--- config.mk ---
export PLATFORM = sky130hd
export DESIGN_NAME = instr_decode
export DESIGN_NICKNAME = d
export VERILOG_FILES = /design/src/hw/rv_pkg.sv /design/src/hw/instr_decode.sv
export SDC_FILE = /design/constraint.sdc
export NUM_CORES = 1
export LEC_CHECK = 0
export BUFFER_PORTS_ARGS = -buffer_cell sky130_fd_sc_hd__buf_2
export CAP_MARGIN = 20
export CORE_MARGIN = 2
export CORE_UTILIZATION = 43
export CTS_BUF_LIST = sky130_fd_sc_hd__clkbuf_4
export CTS_CLUSTER_SIZE = 40
export DETAILED_ROUTE_END_ITERATION = 8
export HOLD_SLACK_MARGIN = 0.15
export MAX_ROUTING_LAYER = met4
export PLACE_DENSITY = 0.82
export SLEW_MARGIN = 25
export SYNTH_ARGS = -nofsm -noshare
export SYNTH_HDL_FRONTEND = slang
export SYNTH_SLANG_ARGS = --single-unit
--- constraint.sdc ---
create_clock -name clk -period 2.45 [get_ports clk]
set_clock_uncertainty 0.2 [all_clocks]
set_input_delay 0.245 -clock clk [delete_from_list [all_inputs] [get_ports clk]]
set_output_delay 0.245 -clock clk [all_outputs]
set_load 0.005 [all_outputs]
--- src/hw/rv_pkg.sv ---
package rv_pkg;

	// ----------------------------------------
	// widths
	// ----------------------------------------
	localparam int XLEN   = 32;
	localparam int REG_AW = 5;

	// major opcodes, bits [6:0]
	localparam logic [6:0] op_r      = 7'b0110011;
	localparam logic [6:0] op_i      = 7'b0010011;
	localparam logic [6:0] op_load   = 7'b0000011;
	localparam logic [6:0] op_store  = 7'b0100011;
	localparam logic [6:0] op_branch = 7'b1100011;
	localparam logic [6:0] op_jal    = 7'b1101111;

	// branch compare selects
	localparam logic [2:0] f3_beq  = 3'b000;
	localparam logic [2:0] f3_bne  = 3'b001;
	localparam logic [2:0] f3_blt  = 3'b100;
	localparam logic [2:0] f3_bge  = 3'b101;
	localparam logic [2:0] f3_bltu = 3'b110;
	localparam logic [2:0] f3_bgeu = 3'b111;

	typedef enum logic [3:0] {
		alu_add, alu_sub, alu_and, alu_or, alu_xor,
		alu_slt, alu_sltu, alu_sll, alu_srl, alu_sra
	} alu_op_e;

	typedef enum logic [2:0] {
		cls_alu, cls_load, cls_store, cls_branch, cls_jal, cls_halt
	} instr_class_e;

	// ----------------------------------------
	// instruction formats, msb first
	// ----------------------------------------
	typedef struct packed {
		logic [6:0] funct7;
		logic [REG_AW-1:0] rs2;
		logic [REG_AW-1:0] rs1;
		logic [2:0] funct3;
		logic [REG_AW-1:0] rd;
		logic [6:0] opcode;
	} r_fmt_t;

	typedef struct packed {
		logic [11:0] imm;
		logic [REG_AW-1:0] rs1;
		logic [2:0] funct3;
		logic [REG_AW-1:0] rd;
		logic [6:0] opcode;
	} i_fmt_t;

	typedef struct packed {
		logic [6:0] imm_hi;
		logic [REG_AW-1:0] rs2;
		logic [REG_AW-1:0] rs1;
		logic [2:0] funct3;
		logic [4:0] imm_lo;
		logic [6:0] opcode;
	} s_fmt_t;

	// branch offset bits scattered as in the spec
	typedef struct packed {
		logic imm12;
		logic [5:0] imm10_5;
		logic [REG_AW-1:0] rs2;
		logic [REG_AW-1:0] rs1;
		logic [2:0] funct3;
		logic [3:0] imm4_1;
		logic imm11;
		logic [6:0] opcode;
	} b_fmt_t;

	typedef struct packed {
		logic imm20;
		logic [9:0] imm10_1;
		logic imm11;
		logic [7:0] imm19_12;
		logic [REG_AW-1:0] rd;
		logic [6:0] opcode;
	} j_fmt_t;

	// one fetched word, five views
	typedef union packed {
		r_fmt_t r_fmt;
		i_fmt_t i_fmt;
		s_fmt_t s_fmt;
		b_fmt_t b_fmt;
		j_fmt_t j_fmt;
	} instr_u;

	typedef struct packed {
		instr_class_e cls;
		alu_op_e op;
		logic [REG_AW-1:0] rs1;
		logic [REG_AW-1:0] rs2;
		logic [REG_AW-1:0] rd;
		logic [2:0] funct3;
		logic [XLEN-1:0] imm;
		logic use_imm;
	} decoded_t;

	// data bus request, strobes are single cycle
	typedef struct packed {
		logic re;
		logic we;
		logic [XLEN-1:0] addr;
		logic [XLEN-1:0] wdata;
	} dmem_req_t;

	typedef struct packed {
		logic we;
		logic [XLEN-1:0] addr;
		logic [XLEN-1:0] data;
	} imem_load_t;

endpackage

--- src/hw/instr_decode.sv ---
module instr_decode import rv_pkg::*; (
	input  logic clk,
	input  logic rst,
	input  logic latch,
	input  instr_u word,
	output decoded_t dec
);

	instr_u held;
	instr_u cur;

	// alu op from funct3 plus the funct7[5] alternate bit
	function automatic alu_op_e pick_op(input logic [2:0] f3, input logic alt, input logic is_r);
		alu_op_e op;
		case (f3)
			3'b000: op = (is_r && alt) ? alu_sub : alu_add;
			3'b001: op = alu_sll;
			3'b010: op = alu_slt;
			3'b011: op = alu_sltu;
			3'b100: op = alu_xor;
			3'b101: op = alt ? alu_sra : alu_srl;
			3'b110: op = alu_or;
			default: op = alu_and;
		endcase
		return op;
	endfunction

	// word kept for the rest of the instruction
	always_ff @(posedge clk or negedge rst)
	begin
		if (!rst)
			held <= '0;
		else if (latch)
			held <= word;
	end

	// decode the fresh word while latching, else the held one
	assign cur = latch ? word : held;

	always_comb
	begin
		dec = '0;
		dec.rs1 = cur.r_fmt.rs1;
		dec.rs2 = cur.r_fmt.rs2;
		dec.rd = cur.r_fmt.rd;
		dec.funct3 = cur.r_fmt.funct3;
		dec.op = alu_add;
		dec.cls = cls_halt;
		case (cur.r_fmt.opcode)
			op_r:
			begin
				dec.cls = cls_alu;
				dec.op = pick_op(cur.r_fmt.funct3, cur.r_fmt.funct7[5], 1'b1);
			end
			op_i:
			begin
				dec.cls = cls_alu;
				dec.use_imm = 1'b1;
				// shift amount sits in imm[4:0], sra flag in imm[10]
				dec.imm = {{20{cur.i_fmt.imm[11]}}, cur.i_fmt.imm};
				dec.op = pick_op(cur.r_fmt.funct3, cur.r_fmt.funct7[5], 1'b0);
			end
			op_load:
			begin
				dec.cls = cls_load;
				dec.use_imm = 1'b1;
				dec.imm = {{20{cur.i_fmt.imm[11]}}, cur.i_fmt.imm};
			end
			op_store:
			begin
				dec.cls = cls_store;
				dec.use_imm = 1'b1;
				dec.imm = {{20{cur.s_fmt.imm_hi[6]}}, cur.s_fmt.imm_hi, cur.s_fmt.imm_lo};
			end
			op_branch:
			begin
				dec.cls = cls_branch;
				dec.imm = {{19{cur.b_fmt.imm12}}, cur.b_fmt.imm12, cur.b_fmt.imm11,
					cur.b_fmt.imm10_5, cur.b_fmt.imm4_1, 1'b0};
			end
			op_jal:
			begin
				dec.cls = cls_jal;
				dec.imm = {{11{cur.j_fmt.imm20}}, cur.j_fmt.imm20, cur.j_fmt.imm19_12,
					cur.j_fmt.imm11, cur.j_fmt.imm10_1, 1'b0};
			end
			// zero word and anything unknown stop the core
			default: dec.cls = cls_halt;
		endcase
	end

endmodule

# [Word-level counts from Yosys, hierarchy flattened]
# Index checks and enable logic that the tools add are counted.
[word_totals] reg_bits=32 latchBits=0 ramBits=0 romBits=0 input_bits=35 wordCells=26 mem_count=0
[op_classes] add_sub_neg=0 n_mul=0 div=0 order_cmp=0 n_eq_ne=12 shifts=0 muxes=9 bitwise_logic=0 reduce_logical=4
[ops] operator="32-bit one-hot mux with 4 select lines" count=1
[ops] operator="4-bit one-hot mux with 7 select lines" count=2
[ops] operator="32-bit 2-to-1 mux" count=1
[ops] operator="3-bit one-hot mux with 5 select lines" count=1
[ops] operator="7-bit by 6-bit == test with 1-bit output (second input constant)" count=2
[ops] operator="7-bit == test (second input constant)" count=2
[ops] operator="3-bit == test (second input constant)" count=3
[ops] operator="4-bit one-hot mux with 2 select lines" count=1
[ops] operator="7-bit by 2-bit == test with 1-bit output (second input constant)" count=1
[ops] operator="7-bit by 5-bit == test with 1-bit output (second input constant)" count=1
[ops] operator="3-bit by 2-bit == test with 1-bit output (second input constant)" count=2
[ops] operator="2-bit OR reduction" count=2
[ops] operator="3-bit by 1-bit == test with 1-bit output (second input constant)" count=1
[ops] operator="3-bit logical NOT" count=1
[ops] operator="1-bit 2-to-1 mux" count=3
[ops] operator="3-bit OR reduction" count=1

# [Depth between registers and ports, before layout]
# Gate-level depths: netlist of the first run.
[logic_depth] depth_word=4 ltp_mapped=7 mapped_depth_nobuf=5

# [Least setup slack after synthesis of the first run]
# OpenSTA, ideal clock, no wires.
[synth_timing] kind="flip-flop to output port" startpoint="reg held[2] in the netlist's numbering" endpoint="out dec[22] in the netlist's numbering" t_arrival_ps=1983 t_required_ps=2005 setup_slack_ps=22 path_stages_with_launch=7 n_path_buf=2 path_cell_list="dfrtp_1 -> or3_1 -> a22oi_2 -> buf_4 -> nand2_2 -> a21oi_1 -> buf_4"
[synth_rtl] item="start, declared" line_no="instr_decode.sv:9" text="instr_u held;"
[synth_rtl] item="start signal, assigned" line_no="instr_decode.sv:34" text="held <= word;"
[synth_rtl] item="end, declared" line_no="instr_decode.sv:6" text="output decoded_t dec"

==> flow_summary_export.csv, run 1 <==
group,metric,value,unit
run_status,status,"complete, but fails checks",
run_status,violations,"negative setup slack",
power,switching_share,28.5,%
cells_and_area,regMostFlops,"held",
critical_path,setup.worst_path.class,"flip-flop to output pin",
placement,dp_slack,77.1,ps
cells_and_area,largestRegisters,"held (32)",
timing,clock.fmax,0.405,GHz
power,p_per_area,445,nW/um2
power,power_frac_clock,24.5,%
floorplan,start_util,44.1,%
clock_network,cts_max_level,2,
detailed_routing,routedWlPerCell,13.8,um
timing,period_needed,2470,ps
flow_run,cap_violations,0,
cells_and_area,seq_area,801,um2
detailed_routing,routed_via_density,4.98,
critical_path,crit_path_max_fanout,3,
logic_synthesis,syn_avg_cell_area,10.3,um2
detailed_routing,drt_pass1_iterations,4,
detailed_routing,initialDrtViolationCount,64,
global_routing,grt_usage,20.3,%
floorplan,die_w,70.4,um
timing,tightest_slew,706,ps
detailed_routing,dr_total_vias,1737,
hold_path,hold_path_class,"input pin to flip-flop",
floorplan,rows,24,
clock_network,cts-root-buf,"clkbuf_4",
critical_path,crit_path_start_kind,"flip-flop",
critical_path,end_kind,"output pin",
timing,max-slew-margin-rel,52.9,%
cells_and_area,fillers,343,
global_routing,grt_pass1_wl,7670,um
clock_network,numCtsBuffers,5,
cells_and_area,largest_reg_flops,32,
clock_network,cts_sinks,32,
timing,drv_slew,0,
logic_synthesis,syn_nets,219,
placement,gp_congestion,0.821,
power,ir_drop,0.000268,V
detailed_routing,drc_errors,0,
cells_and_area,nNetsFinal,331,
logic_synthesis,yosysSeqAreaShare,42.3,%
logic_synthesis,synth_top_cell_area_share,42.3,%
global_routing,grt-ovfl-total,0,
floorplan,coreArea,4290,um2
placement,port_buffers,92,
clock_network,clkTransAtPathRegs,90,ps
global_routing,grt_max_degree,33,
cells_and_area,layout_common_cells,"92 x buf_2, 33 x dlygate4sd3_1, 32 x dfrtp_1",
global_routing,grt_antenna_before_repair,0,
placement,hpwl,3220,um
cells_and_area,antenna_cells,0,
logic_synthesis,syn_area,1890,um2
logic_synthesis,synth_seq_cells,32,
timing,finalSetupTns,-32.9,ps
timing,fin_ws,-20.5,ps
critical_path,required,2010,ps
clock_network,tritoncts,"built",
logic_synthesis,synth_cells,184,
power,p_int,0.000878,W
placement,dpl_cell_area,2250,um2
timing,whs,238,ps
cells_and_area,multi_input_area,843,um2
floorplan,die_h,70.4,um
timing,fin_crit_sh,101,%
clock_network,cts_buffer_depth,2,
logic_synthesis,synthTopCellsByArea,"dfrtp_1 42%, buf_4 13%, mux2_2 8.9%",
detailed_routing,wirelength,4820,um
power,switchingPower,0.000350,W
floorplan,pin_count,93,
timing,finalSetupViolations,2,
power,power_frac_seq,48.7,%
logic_synthesis,yosysWarnings,0,
clock_network,clk_latency,320,ps
cells_and_area,syn_to_final_growth,45.7,%
critical_path,worstPathArrival,2030,ps
logic_synthesis,synth_top_area_cell,"dfrtp_1",
floorplan,die_area,4950,um2
cells_and_area,fin_area,2760,um2
logic_synthesis,synth.distinct_cells,36,
cells_and_area,drive_above_1_share,50.2,%
power,leakagePower,1.44,nW
power,pwr-share-comb,26.9,%
power,power.total,0.00123,W
timing,rsz0062_at_grt,"true",
cells_and_area,final_common_cell,"buf_2",
timing,final-hold-violation-count,0,
detailed_routing,ant_nets,0,
global_routing,grt_pass1_vias,1699,
## logic make-up (layout without fill, tap and decap cells)
group / count (synthesis) / count (layout) / synth area share (%)
XOR/XNOR: 1 / 1 / 0.463
AND/OR/NAND/NOR: 31 / 31 / 8.99
buffers and inverters: 53 / 166 / 17.1
multiplexers: 30 / 30 / 17.1
AO/OA/AOI/OAI: 37 / 37 / 14.1
flip-flops: 32 / 32 / 42.3
## critical path: stages, from the launching register on
cell and delay (ps):
dfrtp_1 400, or3_4 380, a22oi_2 230, buf_4 170, nand2_2 70, buf_6 140
o21a_1 180, buf_2 120
## per-layer routing
layer	global-route usage [%]	vias to the layer above	wire [um]
li1	-	837	-
met1	24.8	817	2080
met2	33.3	74	2380
met3	5.05	9	284
met4	5.77	0	75
met5	-	-	0
## cells in the mapped netlist
master,number
mux2_2,15
a221oi_1,1
buf_2,3
or3_1,1
a21oi_1,2
nand2_1,9
a21boi_1,5
o21ai_0,2
a211oi_2,2
inv_1,18
nor2_1,6
nand2b_1,2
nor4_2,1
nand3_1,6
a21o_1,1
or3b_1,1
xnor2_1,1
nand3b_1,1
o21ai_1,12
mux2i_1,14
and2_1,1
mux2i_2,1
a22oi_2,1
o211ai_2,1
nor2b_1,1
a32oi_1,2
nand2_2,1
dfrtp_1,32
o21a_1,1
o211ai_1,1
o22ai_1,1
o32ai_1,2
nand3_4,1
a22oi_1,1
buf_4,32
a32o_1,2
## final timing paths
path	from	end	slack [ps]	cells past startpoint
worst max register to register	held[0]	held[0]	950	2
max in group asynchronous	rst	held[13]	1300	2
min in group asynchronous	rst	held[8]	300	2
worst min-delay path	latch	held[18]	240	4
worst max-delay path	held[3]	dec[55]	-20	7
worst min register to register	held[28]	held[28]	300	1
## power by group through the flow
stage	logic (W)	registers (W)	clock network, W
detailed placement	0.000266	0.000607	0
finish	0.000330	0.000598	0.000301
global route	0.000363	0.000605	0.000341
floorplan	0.000198	0.000602	0
global placement	0.000261	0.000605	0
CTS	0.000310	0.000597	0.000318
## stage by stage
stage / std cells / utilization (%)
final: 349 / 64.2
after global routing: 349 / 64.2
after CTS: 345 / 61.5
after detailed placement: 304 / 52.3
after global placement: 304 / 52.3
after floorplan: 184 / -
## cell type report
type / count / area share (%)
Inverter: 18 / 2.45
Clock inverter: 1 / 0.136
Clock buffer: 7 / 1.90
Multi-Input combinational cell: 99 / 30.6
Timing Repair Buffer: 140 / 33.6
Tap cell: 52 / 2.36
Sequential cell: 32 / 29.0
## timing repair
item	CTS	global route
pin swaps	1	8
hold endpoints to repair	63	0
resized for setup	1	18
setup buffers	0	3
gates cloned	0	1
endpoints found under the setup margin	9	35
hold buffers	33	0
Note: power is estimated with default switching activity, not from simulation.
==> run 2: changes to the inputs <==
==> constraint.sdc (replaced) <==
create_clock -name clk -period 2.45 [get_ports clk]
set_clock_uncertainty 0.2 [all_clocks]
set_input_delay 0 -clock clk [delete_from_list [all_inputs] [get_ports clk]]
set_output_delay 0 -clock clk [all_outputs]
set_load 0.005 [all_outputs]
==> flow_summary_export.csv, run 2 (synthesis results as in run 1) <==
group,metric,value,unit
power,ir_drop,0.000294,V
cells_and_area,utilization,62.7,%
clock_network,cts_sinks,32,
critical_path,crit_path_max_fanout,12,
timing,drv_slew,0,
placement,hpwl,3210,um
power,power.total,0.00121,W
detailed_routing,drt_pass1_iterations,4,
floorplan,pin_count,93,
critical_path,path_buf_inv,2,
detailed_routing,wirelength,4740,um
critical_path,required,2250,ps
global_routing,grt_antenna_before_repair,0,
timing,max-slew-margin-rel,62.2,%
flow_run,cap_violations,0,
timing,tightest_slew,551,ps
timing,rsz0062_at_grt,"false",
clock_network,tritoncts,"built",
hold_path,hp-start,"latch",
detailed_routing,dr_total_vias,1724,
global_routing,grt-ovfl-total,0,
clock_network,clkTransAtPathRegs,110,ps
timing,finalSetupViolations,0,
global_routing,grt_max_degree,33,
timing,period_needed,2260,ps
critical_path,crit_path_max_incr_delay,400,ps
clock_network,cts_buffer_depth,2,
timing,fin_crit_sh,92.2,%
power,leakagePower,1.41,nW
critical_path,end_kind,"output pin",
floorplan,coreArea,4290,um2
detailed_routing,initialDrtViolationCount,96,
hold_path,hold_path_class,"input pin to flip-flop",
cells_and_area,fillers,383,
critical_path,path_delay_family,"compound AO/OA/AOI/OAI gates",
critical_path,setup.worst_path.class,"flip-flop to output pin",
detailed_routing,routed_via_density,4.94,
placement,port_buffers,92,
clock_network,numCtsBuffers,5,
placement,dpl_cell_area,2200,um2
cells_and_area,final_common_cell,"buf_2",
floorplan,die_h,70.4,um
global_routing,grt_usage,20.8,%
timing,final-hold-violation-count,0,
critical_path,crit_path_start_kind,"flip-flop",
clock_network,clk_latency,330,ps
placement,dp_slack,486,ps
floorplan,rows,24,
hold_path,holdPathEnd,"held[22]",
floorplan,die_w,70.4,um
critical_path,reg2reg_from,"held[4]",
timing,clock.fmax,0.443,GHz
power,p_per_area,450,nW/um2
floorplan,start_util,44.1,%
cells_and_area,fin_area,2690,um2
critical_path,reg2reg_depth,3,
hold_path,hold_depth,4,
detailed_routing,routedWlPerCell,13.6,um
cells_and_area,layout_common_cells,"92 x buf_2, 42 x dlygate4sd3_1, 32 x dfrtp_1",
detailed_routing,ant_nets,0,
timing,finalSetupTns,0,ps
critical_path,cpMaxStageDelayCell,"a32o_1",
cells_and_area,antenna_cells,0,
placement,gp_congestion,0.827,
cells_and_area,largest_reg_flops,32,
floorplan,die_area,4950,um2
cells_and_area,nNetsFinal,331,
critical_path,worstPathArrival,2060,ps
global_routing,grt_pass1_vias,1731,
timing,fin_ws,192,ps
cells_and_area,drive_above_1_share,43.1,%
cells_and_area,multi_input_area,769,um2
critical_path,r2r_end,"held[4]",
cells_and_area,largestRegisters,"held (32)",
detailed_routing,drc_errors,0,
critical_path,cp_cell_sequence,"nor2_1 -> a32o_1 -> o211ai_1 -> a21oi_1 -> buf_4 -> buf_2",
cells_and_area,seq_area,801,um2
cells_and_area,syn_to_final_growth,42.2,%
run_status,status,"completed",
critical_path,r2r_slack,800,ps
clock_network,cts_max_level,2,
global_routing,grt_pass1_wl,7990,um
clock_network,cts-root-buf,"clkbuf_4",
cells_and_area,regMostFlops,"held",
[run 2: cell types whose count changed in the layout (fill, tap and decap cells not counted), sizes merged]
cell	previous run	this run
buf	106	98
clkbuf	7	5
clkdlybuf4s15	1	0
clkinv	1	3
dlygate4sd3	33	42
[run 2: area by class of cell]
cell class / count / share of cell area, %
Clock inverter: 3 / 0.511
Timing Repair Buffer: 140 / 34.9
Multi-Input combinational cell: 99 / 28.6
Inverter: 18 / 2.51
Sequential cell: 32 / 29.7
Tap cell: 52 / 2.42
Clock buffer: 5 / 1.39
[run 2: worst register-to-register path, stage by stage (launching register included)]
cell           delay [ps]
dfrtp_1               390
nor2b_1               140
a21o_1                230
dlygate4sd3_1         590
[run 2: worst max path at each step]
| stage | cells after the start | endpoint | from |
|---|---|---|---|
| 2_1_floorplan | 6 | dec[22] | held[2] |
| 3_3_place_gp | 6 | dec[13] | held[2] |
| 3_5_place_dp | 7 | dec[51] | latch |
| 4_1_cts | 6 | dec[26] | held[4] |
| 5_1_grt | 6 | dec[31] | held[4] |
| 6_report | 6 | dec[32] | held[4] |
[run 2: per-stage QoR]
step | hold WS (ps) | std cells
2_1_floorplan | -496 | 184
3_3_place_gp | -104 | 298
3_5_place_dp | -96.6 | 298
4_1_cts | 178 | 349
5_1_grt | 233 | 349
6_report | 191 | 349
[run 2: power breakdown]
| group | switching (W) | internal [W] |
|---|---|---|
| Combinational | 0.000154 | 0.000171 |
| Sequential | 0.0000187 | 0.000579 |
| Clock | 0.000183 | 0.000105 |
[run 2: repair_timing]
action | 4_1_cts | 5_1_grt
setup buffers | 0 | 0
hold endpoints to repair | 76 | 0
hold buffers | 43 | 0
gates resized for setup | 0 | 0
[run 2: per-layer routing]
layer | global-route usage [%] | up-vias | wire (um)
met3 | 4.91 | 10 | 292
met4 | 7.05 | 0 | 87
li1 | - | 830 | -
met2 | 34.2 | 65 | 2340
met5 | - | - | 0
met1 | 25.1 | 819 | 2020
